## src/source/wb_mem_pkg.sv

```systemverilog
// bus widths, RAM depths and the address map shared by the wishbone memory RTL and its testbench
package wb_mem_pkg;

    // wishbone bus widths
    // the bus is a plain 32-bit classic wishbone with one select bit per byte
    localparam int WB_ADR_W = 32;
    localparam int WB_DAT_W = 32;
    localparam int WB_SEL_W = 4;

    // RAM depths in 32-bit words
    // both depths must stay powers of two because the slaves take the
    // word index straight from the address bits above the byte offset
    localparam int MAIN_WORDS    = 256;
    localparam int SCRATCH_WORDS = 64;

    // main RAM window
    // 1 KB starting at the bottom of the address space
    localparam logic [WB_ADR_W-1:0] MAIN_BASE = 32'h0000_0000;

    // length of the main RAM window in bytes
    localparam logic [WB_ADR_W-1:0] MAIN_SPAN = MAIN_WORDS * WB_SEL_W;

    // scratch RAM window
    // 256 B placed well clear of the main RAM so that a word offset
    // in one window never aliases into the other
    localparam logic [WB_ADR_W-1:0] SCRATCH_BASE = 32'h0000_1000;

    // length of the scratch RAM window in bytes
    localparam logic [WB_ADR_W-1:0] SCRATCH_SPAN = SCRATCH_WORDS * WB_SEL_W;

    // each base is aligned to its own window size, so a slave can use
    // the low address bits as its word index without subtracting the base

    // every address outside the two windows is unmapped and the decoder
    // answers it with err instead of ack

    // the window sizes follow from the depths above, so growing a RAM
    // only needs a new depth here and a check that the windows still
    // do not overlap

    // the bench also reads MAIN_BASE and SCRATCH_BASE when it prints
    // where a failing access landed

endpackage

```

## src/source/wb_decoder.sv

```systemverilog
// wishbone address decoder that steers the strobe to main or scratch RAM and errors unmapped cycles
`timescale 1ns/1ps

module wb_decoder (
    input  logic                            wb_clk_i,
    input  logic                            rst_i,
    input  logic [wb_mem_pkg::WB_ADR_W-1:0] wb_adr_i,
    input  logic                            wb_cyc_i,
    input  logic                            wb_stb_i,
    output logic [wb_mem_pkg::WB_DAT_W-1:0] wb_dat_o,
    output logic                            wb_ack_o,
    output logic                            wb_err_o,
    output logic                            main_stb_o,
    output logic                            scratch_stb_o,
    input  logic                            main_ack_i,
    input  logic [wb_mem_pkg::WB_DAT_W-1:0] main_dat_i,
    input  logic                            scratch_ack_i,
    input  logic [wb_mem_pkg::WB_DAT_W-1:0] scratch_dat_i
);
    import wb_mem_pkg::*;

    // byte offset of the current address from the base of each window
    logic [WB_ADR_W-1:0] main_off;
    logic [WB_ADR_W-1:0] scratch_off;
    // address falls inside the window
    logic                main_hit;
    logic                scratch_hit;
    // master has a cycle on the bus
    logic                valid;
    // live cycle that no slave claims
    logic                miss;

    // window check
    // the subtraction wraps for addresses below the base, which turns
    // them into large offsets that fail the length compare, so a single
    // unsigned compare covers both ends of the window
    assign main_off    = wb_adr_i - MAIN_BASE;
    assign scratch_off = wb_adr_i - SCRATCH_BASE;
    assign main_hit    = main_off < MAIN_SPAN;
    assign scratch_hit = scratch_off < SCRATCH_SPAN;

    // only the slave that owns the address sees the strobe
    // cyc goes to both slaves unchanged from the top level
    assign main_stb_o    = wb_stb_i & main_hit;
    assign scratch_stb_o = wb_stb_i & scratch_hit;

    assign valid = wb_cyc_i & wb_stb_i;
    assign miss  = valid & ~main_hit & ~scratch_hit;

    // error response for unmapped addresses
    // err follows the same one-cycle timing as a write ack, and it is
    // held off while already high so that a strobe still present in
    // the err cycle does not produce a second pulse
    always_ff @(posedge wb_clk_i) begin
        if (rst_i) begin
            wb_err_o <= 1'b0;
        end else begin
            wb_err_o <= miss & ~wb_err_o;
        end
    end

    // response mux
    // the master holds the address until it sees ack or err, so the
    // current address still selects the right slave when its ack arrives
    // with no match both ack and data return zero
    always_comb begin
        wb_ack_o = 1'b0;
        wb_dat_o = '0;
        if (main_hit) begin
            wb_ack_o = main_ack_i;
            wb_dat_o = main_dat_i;
        end else if (scratch_hit) begin
            wb_ack_o = scratch_ack_i;
            wb_dat_o = scratch_dat_i;
        end
    end

    // the two windows never overlap, so the priority of main over
    // scratch in the mux above never decides anything in practice

    // the registered RAM output stays put between cycles, which is
    // why the data is returned without gating it by the ack

    // err is the only state in the decoder, all routing is combinational

endmodule

```

## config.mk

```make
export PLATFORM = sky130hd
export DESIGN_NAME = wb_decoder
export DESIGN_NICKNAME = d
export VERILOG_FILES = /design/src/source/wb_mem_pkg.sv /design/src/source/wb_decoder.sv
export SDC_FILE = /design/constraint.sdc
export NUM_CORES = 1
export LEC_CHECK = 0
export BUFFER_PORTS_ARGS = -buffer_cell sky130_fd_sc_hd__buf_2
export CAP_MARGIN = 10
export CORE_MARGIN = 2
export CORE_UTILIZATION = 23
export CTS_CLUSTER_DIAMETER = 30
export DETAILED_ROUTE_END_ITERATION = 10
export PLACE_DENSITY = 0.8
export SLEW_MARGIN = 20
export SYNTH_ARGS = -nofsm -noshare
export SYNTH_HDL_FRONTEND = slang
export SYNTH_SLANG_ARGS = --single-unit
export TNS_END_PERCENT = 10
```

## constraint.sdc

```tcl
create_clock -name wb_clk_i -period 1.8 [get_ports wb_clk_i]
set_input_delay 0 -clock wb_clk_i [delete_from_list [all_inputs] [get_ports wb_clk_i]]
set_output_delay 0 -clock wb_clk_i [all_outputs]
set_load 0.01 [all_outputs]
```

==> results.py <==
metrics = {
    "critical_path": {
        "crit_fanout": 19,
        "r2r_cells": 3,
        "r2r_end": "wb_err_o",
        "start_kind": "primary input",
        "crit_start": "wb_adr_i[20]",
        "path_class": "in2out",
        "required_ns": 1.80,
        "reg2reg_from": "wb_err_o",
        "endpoint_kind": "primary output",
        "regToRegSetupSlack_ns": 1.05,
        "arrival_ns": 1.56,
        "worstPathCellList": "buf_2 > or3_1 > nor4b_2 > nor2_2 > buf_4 > a32o_1 > buf_2",
        "crit_top_cell": "buf_2",
        "crit_slowest_cell": "or3_1",
        "cpPeakStageDelay_ns": 0.42,
    },
    "place": {
        "place_area_um2": 1280,
        "routabilityCongestion": 0.711,
        "dp_hpwl_mm": 2.52,
        "portBuffers": 129,
    },
    "finish": {
        "antenna-diode-count": 0,
        "syn_to_final_growth_pct": 108,
        "largest_registers": "wb_err_o x1",
        "fin_area_um2": 1280,
        "finalNetCount": 298,
        "drive_gt1_share_pct": 72.7,
        "largest_reg_flops": 1,
        "top_register": "wb_err_o",
    },
    "routing": {
        "ant_nets": 0,
        "finalWirelength_mm": 3.00,
        "drt_pass1_iterations": 5,
        "avgViaCountPerCell": 5.30,
        "num_vias": 1187,
        "wl_per_cell_um": 13.4,
        "drt-initial-drc-count": 60,
        "drc": 0,
    },
    "yosys": {
        "yosysTopAreaCellShare_pct": 53.5,
        "yosys_warnings": 0,
        "seq_area_frac_synth_pct": 3.25,
        "syn-num-nets": 170,
        "syn-instance-count": 68,
        "yosys-top-cells-area": "a32o_1 54%, nor4_4 6.9%, buf_6 5.5%",
        "synth_cell_types": 21,
        "synth_top_area_cell": "a32o_1",
        "ys_ff_latch": 1,
        "synth_area_um2": 617,
        "syn_avg_cell_area_um2": 9.07,
    },
    "hold_path": {
        "min_from": "wb_cyc_i",
        "hold_end": "wb_err_o",
        "holdPathStages": 3,
        "hold_path_class": "in2reg",
    },
    "floorplanning": {
        "floorplan.initialDensity_pct": 24.7,
        "dieArea_um2": 3110,
        "num_rows": 18,
        "die_h_um": 55.8,
        "core-area_um2": 2500,
        "pin_count": 138,
        "die_w_um": 55.8,
    },
    "grt": {
        "grt_pass1_wl_mm": 4.78,
        "grt-ovfl-total": 0,
        "grt_max_degree": 25,
        "grt_usage_pct": 17.7,
        "grt_pass1_vias": 1129,
        "grt_antenna_before_repair": 0,
    },
    "sta": {
        "period_minus_slack_ns": 1.56,
        "rsz0062_at_grt": "false",
        "drv_slew": 0,
        "post-route-period-util_pct": 86.8,
        "finClkSkew_ns": 0,
        "worst_pin_slew_ns": 0.311,
        "hold_viol": 0,
        "whs_ns": 0.256,
        "setup-tns-final_ns": 0,
        "fmax_mhz": 640,
        "slew_headroom_pct": 79.2,
        "setup-violations-final": 0,
    },
    "clock_network": {
        "cts_setup_buffers": 0,
        "cts-resized-gates": 0,
        "cts.hold.buffers_added": 0,
        "path_clk_slew_ns": 0,
        "clkLatencyLatePin_ns": 0,
    },
    "power_and_ir_drop": {
        "leakagePower_nw": 0.736,
        "ir_drop_uv": 108,
        "power.density_nw_per_um2": 125,
    },
    "status": {
        "status": "completed",
    },
    "job": {
        "cap_viol_max_count": 0,
    },
}
metrics by stage:
stage	worst slack (ns)	instances	power, mW	utilization (%)
after floorplan	0.476	68	0.0505	-
after global placement	0.230	224	0.158	51.4
after detailed placement	0.234	224	0.161	51.4
after CTS	0.231	224	0.162	51.4
after global routing	0.0489	224	0.176	51.4
final	0.237	224	0.161	51.4
worst max path at each step:
stage / slack [ns] / depth (start not counted) / endpoint
finish: 0.24 / 7 / wb_dat_o[16]
global route: 0.05 / 7 / wb_dat_o[9]
CTS: 0.23 / 7 / wb_dat_o[16]
detailed placement: 0.23 / 7 / wb_dat_o[16]
global placement: 0.23 / 7 / wb_dat_o[16]
floorplan: 0.48 / 5 / scratch_stb_o
placed cells by master, fill, tap and decap left out, types with 2 or more instances in the layout:
master	count
nor4_4	2
buf_4	6
nor4_1	3
a32o_1	33
nor2_1	4
nand2_1	2
buf_2	129
synthesized netlist by cell type:
cell type,instances
nor2_1,5
nand2_1,2
or2_1,1
a22oi_1,1
and4_1,1
a211oi_1,1
dfxtp_1,1
buf_2,6
nand2_2,1
and2_1,1
nand3_1,1
nand2b_1,1
nand4b_1,1
or3_1,1
nor4b_2,1
a32o_1,33
o211ai_1,1
nor4_4,2
buf_6,3
nor4b_4,1
nor4_1,3
routing by layer:
layer	up-vias	wire, um	track usage (%)
met1	531	1190	20.2
met5	-	0	0
li1	575	-	-
met3	2	369	3.49
met2	79	1440	35.4
met4	0	3	0.348
critical path: cells and delay by family:
family	cells	cell delay, ns
AND/OR/NAND/NOR	3	0.84
buffers and inverters	3	0.44
AO/OA/AOI/OAI	1	0.27
power by group:
part / total, mW / internal [mW] / switching, mW / leakage (nW)
clock: 0 / 0 / 0 / 0
combinational: 0.137 / 0.0832 / 0.0539 / 0.728
sequential: 0.0239 / 0.0235 / 0.000398 / 0.00820
logic make-up after synthesis:
| kind of cell | synth area share, % |
|---|---|
| AOI/OAI and AO/OA | 57.2 |
| and+or+nand+nor | 29.2 |
| buffers and inverters | 10.3 |
| DFF | 3.25 |
final cells by class:
cell class | instances | area (um^2)
Timing Repair Buffer | 135 | 691
Tap cell | 30 | 37.5
Sequential cell | 1 | 20.0
Multi-Input combinational cell | 58 | 536
Fill cell | 277 | 1220
(Power assumes the default switching activity.)
